**src/sifhGeomPkg.sv**
```systemverilog
package sifhGeomPkg;

    localparam int timeBits  = 12;
    localparam int binBits   = 4;     // 16 bins per pixel
    localparam int pixelBits = 3;     // up to 8 pixels
    localparam int countBits = 8;

    localparam int numBins   = 1 << binBits;
    localparam int maxPixels = 1 << pixelBits;
    localparam int addrBits  = pixelBits + binBits;
    localparam int ramDepth  = maxPixels * numBins;

    typedef logic [timeBits-1:0]  timeT;
    typedef logic [binBits-1:0]   binT;
    typedef logic [pixelBits-1:0] pixelT;

    // pixel index sits above the bin index
    typedef logic [addrBits-1:0]  ramAddrT;

    typedef logic [countBits-1:0] countT;

    // saturation level of a bin
    localparam countT countMax = '1;

endpackage

```
**src/sifhCtrlPkg.sv**
```systemverilog
package sifhCtrlPkg;

    import sifhGeomPkg::*;

    // engine phases
    typedef enum logic [1:0] {
        clearing,
        acquiring,
        scanning,
        draining
    } fsmStateT;

    // one photon hit from the array
    typedef struct packed {
        pixelT pixel;
        timeT  timestamp;   // top binBits select the bin
    } hitT;

    // RAM write port
    typedef struct packed {
        logic    en;
        ramAddrT addr;
        countT   data;
    } ramWrT;

    // per-pixel scan result
    typedef struct packed {
        pixelT pixel;
        binT   bin;
        countT count;
    } peakT;

endpackage

```
**src/histRam.sv**
```systemverilog
`timescale 1ns/1ns

module histRam
    import sifhGeomPkg::*;
    import sifhCtrlPkg::*;
(
    input  logic    clk,
    input  ramWrT   wr,
    input  logic    rdEn,
    input  ramAddrT rdAddr,
    output countT   rdData
);

    countT mem [ramDepth];   // one count per pixel/bin

    // write port
    always_ff @(posedge clk) begin
        if (wr.en) begin
            mem[wr.addr] <= wr.data;
        end
    end

    // registered read, old data on a same-edge write
    always_ff @(posedge clk) begin
        if (rdEn) begin
            rdData <= mem[rdAddr];
        end
    end

endmodule

```
**src/histFsm.sv**
```systemverilog
`timescale 1ns/1ns

module histFsm
    import sifhGeomPkg::*;
    import sifhCtrlPkg::*;
#(
    parameter int numPixels = maxPixels
)(
    input  logic    clk,
    input  logic    res,
    input  logic    hitValid,
    input  hitT     hit,
    input  logic    scan,
    input  countT   rdData,
    output ramWrT   wr,
    output logic    rdEn,
    output ramAddrT rdAddr,
    output logic    binValid,
    output logic    lastBin,
    output logic    ready
);

    // last used RAM entry for the active pixels
    localparam ramAddrT lastAddr = ramAddrT'(numPixels * numBins - 1);

    fsmStateT state;
    logic     armed;      // low on the first cycle of clear and scan
    ramAddrT  addrCnt;    // clear/scan address
    logic     atLast;

    logic     clrWr;
    logic     scanRd;

    // acquire pipeline
    logic     hitAcc;
    ramAddrT  hitAddr;
    logic     pend;       // increment due this cycle
    ramAddrT  pendAddr;
    logic     fwdEn;      // write of the previous cycle
    ramAddrT  fwdAddr;
    countT    fwdData;
    countT    base;
    countT    incData;

    assign hitAddr = {hit.pixel, hit.timestamp[timeBits-1 -: binBits]};
    assign hitAcc  = hitValid && ready && (hit.pixel < numPixels);

    assign atLast = (addrCnt == lastAddr);
    assign clrWr  = (state == clearing) && armed;
    assign scanRd = (state == scanning) && armed;

    // read port is shared by hits and the scan
    assign rdEn   = hitAcc || scanRd;
    assign rdAddr = scanRd ? addrCnt : hitAddr;

    // that write landed on the same edge as our read, so RAM data is stale
    assign base    = (fwdEn && (fwdAddr == pendAddr)) ? fwdData : rdData;
    assign incData = (base == countMax) ? base : base + 1'b1;   // saturate

    always_comb begin
        wr.en   = clrWr || pend;
        wr.addr = clrWr ? addrCnt : pendAddr;
        wr.data = clrWr ? '0 : incData;
    end

    always_ff @(posedge clk or negedge res) begin
        if (!res) begin
            state   <= clearing;
            armed   <= 1'b0;
            addrCnt <= '0;
            ready   <= 1'b0;
        end else begin
            case (state)
                clearing, scanning: begin
                    if (!armed) begin
                        armed <= 1'b1;
                    end else if (atLast) begin
                        armed   <= 1'b0;
                        addrCnt <= '0;
                        if (state == clearing) begin
                            state <= acquiring;
                            ready <= 1'b1;   // high once the last zero is written
                        end else begin
                            state <= draining;
                        end
                    end else begin
                        addrCnt <= addrCnt + 1'b1;
                    end
                end

                acquiring: begin
                    if (scan && ready) begin
                        state <= scanning;   // a hit this cycle still goes through
                        ready <= 1'b0;
                    end
                end

                draining: begin
                    // final bin reaches the peak finder
                    if (lastBin) begin
                        state <= clearing;
                    end
                end

                default: state <= clearing;
            endcase
        end
    end

    // pipeline control and scan marks, one cycle behind the read
    always_ff @(posedge clk or negedge res) begin
        if (!res) begin
            pend     <= 1'b0;
            fwdEn    <= 1'b0;
            binValid <= 1'b0;
            lastBin  <= 1'b0;
        end else begin
            pend     <= hitAcc;
            fwdEn    <= pend;
            binValid <= scanRd;
            lastBin  <= scanRd && (addrCnt[binBits-1:0] == '1);
        end
    end

    always_ff @(posedge clk) begin
        pendAddr <= hitAddr;
        fwdAddr  <= pendAddr;
        fwdData  <= incData;
    end

endmodule

```
**src/peakFinder.sv**
```systemverilog
`timescale 1ns/1ns

module peakFinder
    import sifhGeomPkg::*;
    import sifhCtrlPkg::*;
(
    input  logic  clk,
    input  logic  res,
    input  logic  binValid,
    input  logic  lastBin,
    input  countT rdData,
    output logic  peakValid,
    output peakT  peak
);

    binT   binIdx;     // bin within current pixel
    pixelT pixCnt;     // pixel being scanned
    countT maxCount;
    binT   maxBin;

    logic  takeNew;
    countT curMax;
    binT   curBin;

    // first bin loads, later ones only if strictly larger so ties keep the low bin
    assign takeNew = (binIdx == '0) || (rdData > maxCount);
    assign curMax  = takeNew ? rdData : maxCount;
    assign curBin  = takeNew ? binIdx : maxBin;

    always_ff @(posedge clk or negedge res) begin
        if (!res) begin
            binIdx    <= '0;
            pixCnt    <= '0;
            peakValid <= 1'b0;
        end else begin
            peakValid <= binValid && lastBin;
            if (binValid) begin
                if (lastBin) begin
                    binIdx <= '0;
                    pixCnt <= pixCnt + 1'b1;
                end else begin
                    binIdx <= binIdx + 1'b1;
                end
            end else begin
                binIdx <= '0;   // idle between scans
                pixCnt <= '0;
            end
        end
    end

    // running maximum and result register
    always_ff @(posedge clk) begin
        if (binValid) begin
            maxCount <= curMax;
            maxBin   <= curBin;
        end
        if (binValid && lastBin) begin
            peak.pixel <= pixCnt;
            peak.bin   <= curBin;
            peak.count <= curMax;
        end
    end

endmodule

```
**src/sifhTop.sv**
```systemverilog
`timescale 1ns/1ns

module sifhTop
    import sifhGeomPkg::*;
    import sifhCtrlPkg::*;
#(
    parameter int numPixels = maxPixels   // active pixels, 1 to maxPixels
)(
    input  logic clk,
    input  logic res,
    input  logic hitValid,
    input  hitT  hit,
    input  logic scan,
    output logic ready,
    output logic peakValid,
    output peakT peak
);

    ramWrT   wr;
    logic    rdEn;
    ramAddrT rdAddr;
    countT   rdData;
    logic    binValid;   // aligned with rdData
    logic    lastBin;

    histFsm #(
        .numPixels(numPixels)
    ) histFsm_i (
        .clk      (clk),
        .res      (res),
        .hitValid (hitValid),
        .hit      (hit),
        .scan     (scan),
        .rdData   (rdData),
        .wr       (wr),
        .rdEn     (rdEn),
        .rdAddr   (rdAddr),
        .binValid (binValid),
        .lastBin  (lastBin),
        .ready    (ready)
    );

    histRam histRam_i (
        .clk    (clk),
        .wr     (wr),
        .rdEn   (rdEn),
        .rdAddr (rdAddr),
        .rdData (rdData)
    );

    peakFinder peakFinder_i (
        .clk       (clk),
        .res       (res),
        .binValid  (binValid),
        .lastBin   (lastBin),
        .rdData    (rdData),
        .peakValid (peakValid),
        .peak      (peak)
    );

endmodule

```
**config.mk**
```make
export PLATFORM = sky130hd
export DESIGN_NAME = sifhTop
export DESIGN_NICKNAME = d
export VERILOG_FILES = /design/src/sifhGeomPkg.sv /design/src/sifhCtrlPkg.sv /design/src/histRam.sv /design/src/histFsm.sv /design/src/peakFinder.sv /design/src/sifhTop.sv
export SDC_FILE = /design/constraint.sdc
export NUM_CORES = 2
export LEC_CHECK = 0
export ABC_AREA = 0
export BUFFER_PORTS_ARGS = -buffer_cell sky130_fd_sc_hd__buf_2
export CORE_MARGIN = 8
export CORE_UTILIZATION = 57
export DETAILED_ROUTE_END_ITERATION = 7
export PLACE_DENSITY = 0.79
export SETUP_SLACK_MARGIN = 0.15
export SLEW_MARGIN = 15
export SYNTH_ARGS = -nofsm -noshare
export SYNTH_HDL_FRONTEND = slang
export SYNTH_SLANG_ARGS = --single-unit
```
**constraint.sdc**
```tcl
create_clock -name clk -period 6.34 [get_ports clk]
set_clock_uncertainty 0.05 [all_clocks]
set_input_delay 0.951 -clock clk [delete_from_list [all_inputs] [get_ports clk]]
set_output_delay 0.951 -clock clk [all_outputs]
set_load 0.02 [all_outputs]
```
=== After elaboration in Yosys (flattened, before gate mapping) ===
Memories as Yosys holds them, arrays and structs flattened. A register that Yosys moved wholly into a read port is not among the register bits.
Index checks and enable logic that the tools add are counted.

* Output and inout bits: 17
* Memories kept: 1
* Register bits after elaboration: 72
* Memory bits (writable): 1024
* Logic and storage cells: 82

* Equal/unequal tests: 13
* $lt $le $gt $ge: 1
* Multiplexer cells: 27
* Reductions and logical operators: 17
* $add $sub $neg: 4

{| class="wikitable"
|+ Memory list
! memory !! depth !! bits a word !! read ports !! clocked after memory_dff !! write ports !! RTL line !! RTL
|-
| histRam_i.mem || 128 || 8 || 1 || 1 || 1 || histRam.sv:14 || <nowiki>countT mem [ramDepth];</nowiki>
|}

{| class="wikitable"
|+ Operators with widths
! operator !! count
|-
| $mux W8 || 4
|-
| $mux W7 || 3
|-
| $mux W4 || 3
|-
| $mux W2 || 5
|-
| $ne A2 B1 Y1 const B || 5
|-
| $add A8 B1 Y8 const B || 1
|-
| $eq A8 B8 Y1 const B || 1
|-
| $gt A8 B8 Y1 || 1
|-
| $mux W1 || 8
|-
| $add A7 B1 Y7 const B || 1
|-
| $eq A7 B7 Y1 || 1
|-
| $eq A7 B7 Y1 const B || 1
|-
| $logic_and A1 B1 Y1 || 7
|-
| $mux W3 || 2
|-
| $pmux W2 S3 || 1
|-
| $reduce_and A5 Y1 || 1
|-
| $add A4 B1 Y4 const B || 1
|-
| $eq A2 B2 Y1 const B || 2
|-
| $eq A4 B4 Y1 const B || 1
|-
| $logic_not A4 Y1 || 1
|-
| $reduce_and A4 Y1 || 1
|-
| $add A3 B1 Y3 const B || 1
|-
| $logic_or A1 B1 Y1 || 3
|-
| $eq A2 B1 Y1 const B || 1
|-
| 6 further kinds || 6
|}

=== Logic depth before layout (Yosys ltp) ===
* Depth in word-level cells: 6
* Gate-level depth with buffers: 13
* Mapped depth without buffers: 11

=== By module ===
From an unflattened synthesis, not the netlist that was laid out.

* Cells, all modules: 1935
* Area total of the unflattened synthesis: 43121.4 µm²

{| class="wikitable"
|+ By module, submodules not included
! module !! instances !! area an instance (µm²) !! cells an instance !! seq. area each (µm²)
|-
| histRam || 1 || 39745.6 || 1635 || 30989.7
|-
| histFsm || 1 || 1815.5 || 194 || 815.8
|-
| peakFinder || 1 || 1560.2 || 106 || 1011.0
|}

=== Worst setup path after synthesis ===
No wires, ideal clock.

* Path type: reg-to-reg
* Start point: register histFsm_i.pendAddr[3]
* End point: memory histRam_i.mem[0][6] (netlist name), data pin
* Arrival: 5.509 ns
* Path slack: -0.110 ns
* Path buffers: 0
* Period minus slack after synthesis: 6.450 ns
* Cell stages (with the launch flop): 9
* Setup time: 0.891 ns
* Path through: dfxtp_1 > xnor2_1 > and4_1 > and2_4 > mux2_4 > nor4b_4 > nor2_1 > or3_1 > a21oi_1

{| class="wikitable"
|+ RTL lines
! what !! RTL line !! RTL
|-
| from (decl) || histFsm.sv:38 || <nowiki>ramAddrT pendAddr;</nowiki>
|-
| from (signal assigned) || histFsm.sv:126 || <nowiki>pendAddr <= hitAddr;</nowiki>
|-
| to (decl) || histRam.sv:14 ||
|}

=== Final worst setup path ===
* Start point: register histFsm_i.state[0]
* End point: register histRam_i.rdData[3] (read register of histRam_i.mem), data pin

* Cells in the longest elaborated chain, start to end: 3
* Elaborated cells between the ends (all ways): 4
* Classes of those cells: eq/ne: 1; mux: 1; reduce/logical: 2

{| class="wikitable"
|+ Ends and longest elaborated chain
! what !! RTL line !! RTL
|-
| from (decl) || histFsm.sv:26 || <nowiki>fsmStateT state;</nowiki>
|-
| from (signal assigned) || histFsm.sv:68 || <nowiki>state <= clearing;</nowiki>
|-
| from (signal assigned) || histFsm.sv:81 || <nowiki>state <= acquiring;</nowiki>
|-
| from (signal assigned) || histFsm.sv:84 || <nowiki>state <= draining;</nowiki>
|-
| $eq A2 B2 Y1 * || histFsm.sv:50 || <nowiki>assign scanRd = (state == scanning) && armed;</nowiki>
|-
| $logic_and A1 B1 Y1 * || histFsm.sv:50 ||
|-
| $mux W7 or $logic_or A1 B1 Y1 (tied branches) || histFsm.sv:54, histFsm.sv:53 ||
|-
| to (decl) || histRam.sv:11 || <nowiki>output countT rdData</nowiki>
|}

Every way passes the cells marked *; elsewhere a longest branch is shown, timed or not.
A chain may end at the register's enable or synchronous reset.

==> run summary <==
Largest stage delay, worst path: 0.73 ns
Routed Antenna Nets: 0
Comb power frac: 0.037
Grt total ovfl: 0
Setup bufs post-CTS: 0
Final Hold Fails: 0
Syn-to-layout area delta: 10.2%
Final Cell Area: 48500 µm²
Multiplexer share of the synthesized area: 0.127
Seq/Total Area, Yosys: 0.746
Vias in the first global route: 23200
Row count: 102
Total Routing Usage GR: 0.219
Critical-path top delay cell: nor4_1
Avg Cell Area, Syn: 17.3 µm²
Share of cells above drive strength 1: 0.184
Distinct cells, synth: 58
Number of flops mapped to enable cells by yosys: 1059
TNS Setup: 0 ns
Area after DPL: 45100 µm²
Clk_lat worst skew: 0.66 ns
Count leader, synth: edfxtp_1
Post-Syn Area: 44000 µm²
Wire per inst: 25.9 µm
Worst setup SP type: flop
Crit path required time: 6.82 ns
Vias/cell: 6.36
Cell Chain, Critical Path: inv_1 -> ha_1 -> nand2_4 -> mux2_2 -> nand2_4 -> o22ai_1 -> a221oi_1 -> o22ai_1 -> nor4_1 -> o221a_1
Simple-Gate Fraction of Synth Area: 0.0388
Worst Hold Class: input pin to asynchronous set/reset pin
Largest family of logic cells by synthesized area: multiplexers
Area share of fa/ha/maj cells after synthesis: 0.00455
Hold_ws: 0.226 ns
Min cycle time layout: 4.69 ns
Crit. End Element: flop
Switching Share: 0.202
Die H: 294 µm
Die area: 86300 µm²
GPL Wtd Cong: 0.902
R2R Path Start: histFsm_i.state[0]$_DFFE_PN0P_
Sink Count: 1104
Initial Utilization: 0.572
#FFs+latches synth: 1104
RSZ-0062 raised after global routing: false
Largest net degree at the start of global routing: 113
I/O Pins: 36
Worst-path clk slew: 0.06 ns
Die Wd: 294 µm
Total CTS buffers: 102
Synth Area in XOR/XNOR: 0.00319
Drc violations: 0
Ys async rst share: 0.0208
Worst-Margin Slew: 1.15 ns
Origin of the worst setup path: histFsm_i.state[0]$_DFFE_PN0P_
Net Sw Power: 2.91 mW
Root buf cell: clkbuf_16
Crit-path leading delay family: simple AND/OR/NAND/NOR gates
FMAX: 213 MHz
Final Slew Violations: 0
Synth top area share: 0.723
Clock share of power: 0.417
Placed Cells incl. Taps: 3524
WS Path Type: flop to flop
CP max FO: 45
P per Cell Area: 298 nW/µm²
IR drop worst, VDD: 0.236 mV
Buffers on Ports: 27
Initial drt markers: 2688
H-tree lvl count: 3
DR pass1 iterations: 7
Nets: 2623
Syn Nets: 2579
Post-DP HPWL: 56600 µm
# resized after CTS: 0
Total number of yosys warnings: 0
Pint: 11.5 mW
Top cells by count, synth: edfxtp_1, mux2i_1, mux2_2, nor2_1, o22ai_1
CP bufs+invs: 1
Max-cap violation count: 0
CTS tree: yes
Vias: 23600
Pleak: 16.0 nW
Period utilization: 0.739
Rel. slew slack: 0.234
Power Total: 14.4 mW
Compound-cell area share of the yosys netlist: 0.0611
Fill count: 5020
Final Non-Filler Cells: 3717
Power share of the sequential group: 0.546
Final Setup Violations: 0
Status: finished, final reports clean
Syn Inst Count: 2544
Top FF cell, synth: edfxtp_1
Post-CTS Hold Buffers: 0
Initial antenna violation count: 0
Synth top area cells: edfxtp_1, mux2_2, mux2i_1, o22ai_1, a221oi_1
Max Root-Sink Buffers: 3
Core ar.: 77000 µm²
First-pass GRT wire length: 144000 µm
CP Data Arrival Time: 5.16 ns
Post-synth top area cell: edfxtp_1
Final WL: 96300 µm
==> per-layer routing <==
layer / up-vias / global-route usage / part of all wire
met5: - / 0 / 0
li1: 10300 / - / -
met2: 1299 / 0.352 / 0.48
met4: 0 / 0.0808 / 0.037
met1: 11800 / 0.298 / 0.39
met3: 232 / 0.0410 / 0.099
==> final timing paths <==
kind | slack, ns | depth (start not counted) | end
min in group clk | 0.35 | 0 | histFsm_i.fwdEn$_DFF_PN0_
setup reg to reg | 1.65 | 10 | histRam_i.rdData[3]$_DFFE_PP_
hold reg to reg | 0.35 | 0 | histFsm_i.fwdEn$_DFF_PN0_
max in group asynchronous | 5.65 | 1 | histFsm_i.fwdEn$_DFF_PN0_
setup / recovery | 1.65 | 10 | histRam_i.rdData[3]$_DFFE_PP_
hold / removal | 0.23 | 1 | peakFinder_i.binIdx[0]$_DFF_PN0_
==> cell type report <==
cell class | instances | area (µm²) | area share
Inverter | 19 | 71.3 | 0.00147
Clock inverter | 58 | 518 | 0.0107
Tap cell | 1040 | 1300 | 0.0268
Clock buffer | 133 | 2800 | 0.0578
Multi-Input combinational cell | 1293 | 10400 | 0.214
Antenna cell | 2 | 5.00 | 0.000103
Timing Repair Buffer | 68 | 576 | 0.0119
Sequential cell | 1104 | 32800 | 0.677
==> placed cells by master, fill, tap and decap left out, types with 22 or more instances in the layout <==
cell       instances
buf_4             31
nand3_1           24
a221oi_1         111
o21ai_0           22
dfxtp_1           22
nor2_1           173
o22ai_1          174
nand2_1          119
edfxtp_1        1059
buf_2             27
mux2_2           230
clkbuf_16        105
dfrtp_1           23
mux2i_1          255
==> worst reg2reg max path: cells and delay by family, from the launching register on <==
family / cells / cell delay, ns
flip-flops: 1 / 0.40
AO/OA/AOI/OAI: 4 / 1.41
adder cells (fa/ha/maj): 1 / 0.27
buffers and inverters: 1 / 0.09
AND/OR/NAND/NOR: 3 / 1.65
multiplexers: 1 / 0.70
==> flip-flops by register name (all words and copies together) (netlist names) <==
register,cells
histFsm_i.addrCnt,7
histFsm_i.armed,1
histFsm_i.binValid,1
histFsm_i.fwdAddr,7
histFsm_i.fwdData,8
histFsm_i.fwdEn,1
histFsm_i.lastBin,1
histFsm_i.pend,1
histFsm_i.pendAddr,7
histFsm_i.ready,1
histFsm_i.state,2
histRam_i.mem,1024
histRam_i.rdData,8
peakFinder_i.binIdx,4
peakFinder_i.maxBin,4
peakFinder_i.maxCount,8
peakFinder_i.peak,15
peakFinder_i.peakValid,1
peakFinder_i.pixCnt,3
==> logic make-up (layout without fill, tap and decap cells) <==
logic type / after synthesis / count (layout)
XOR/XNOR: 16 / 16
multiplexers: 505 / 505
other: 0 / 2
AND/OR/NAND/NOR: 389 / 389
flip-flops: 1104 / 1104
AO/OA/AOI/OAI: 367 / 367
buffers and inverters: 147 / 278
adder cells (fa/ha/maj): 16 / 16
==> power by group through the flow <==
stage / clock network (mW) / logic (mW) / registers (mW)
2_1_floorplan: 0 / 0.387 / 8.03
3_3_place_gp: 0 / 0.515 / 8.03
3_5_place_dp: 0 / 0.527 / 8.03
4_1_cts: 6.08 / 0.531 / 7.88
5_1_grt: 6.35 / 0.563 / 7.87
6_report: 6.02 / 0.541 / 7.88
==> through the flow <==
stage / setup WS (ns) / util
after detailed placement: 1.84 / 0.587
after global routing: 1.59 / 0.630
after global placement: 1.92 / 0.586
after floorplan: 0.666 / -
final: 1.65 / 0.630
after CTS: 1.80 / 0.630
Note: power is estimated with default switching activity, not from simulation.
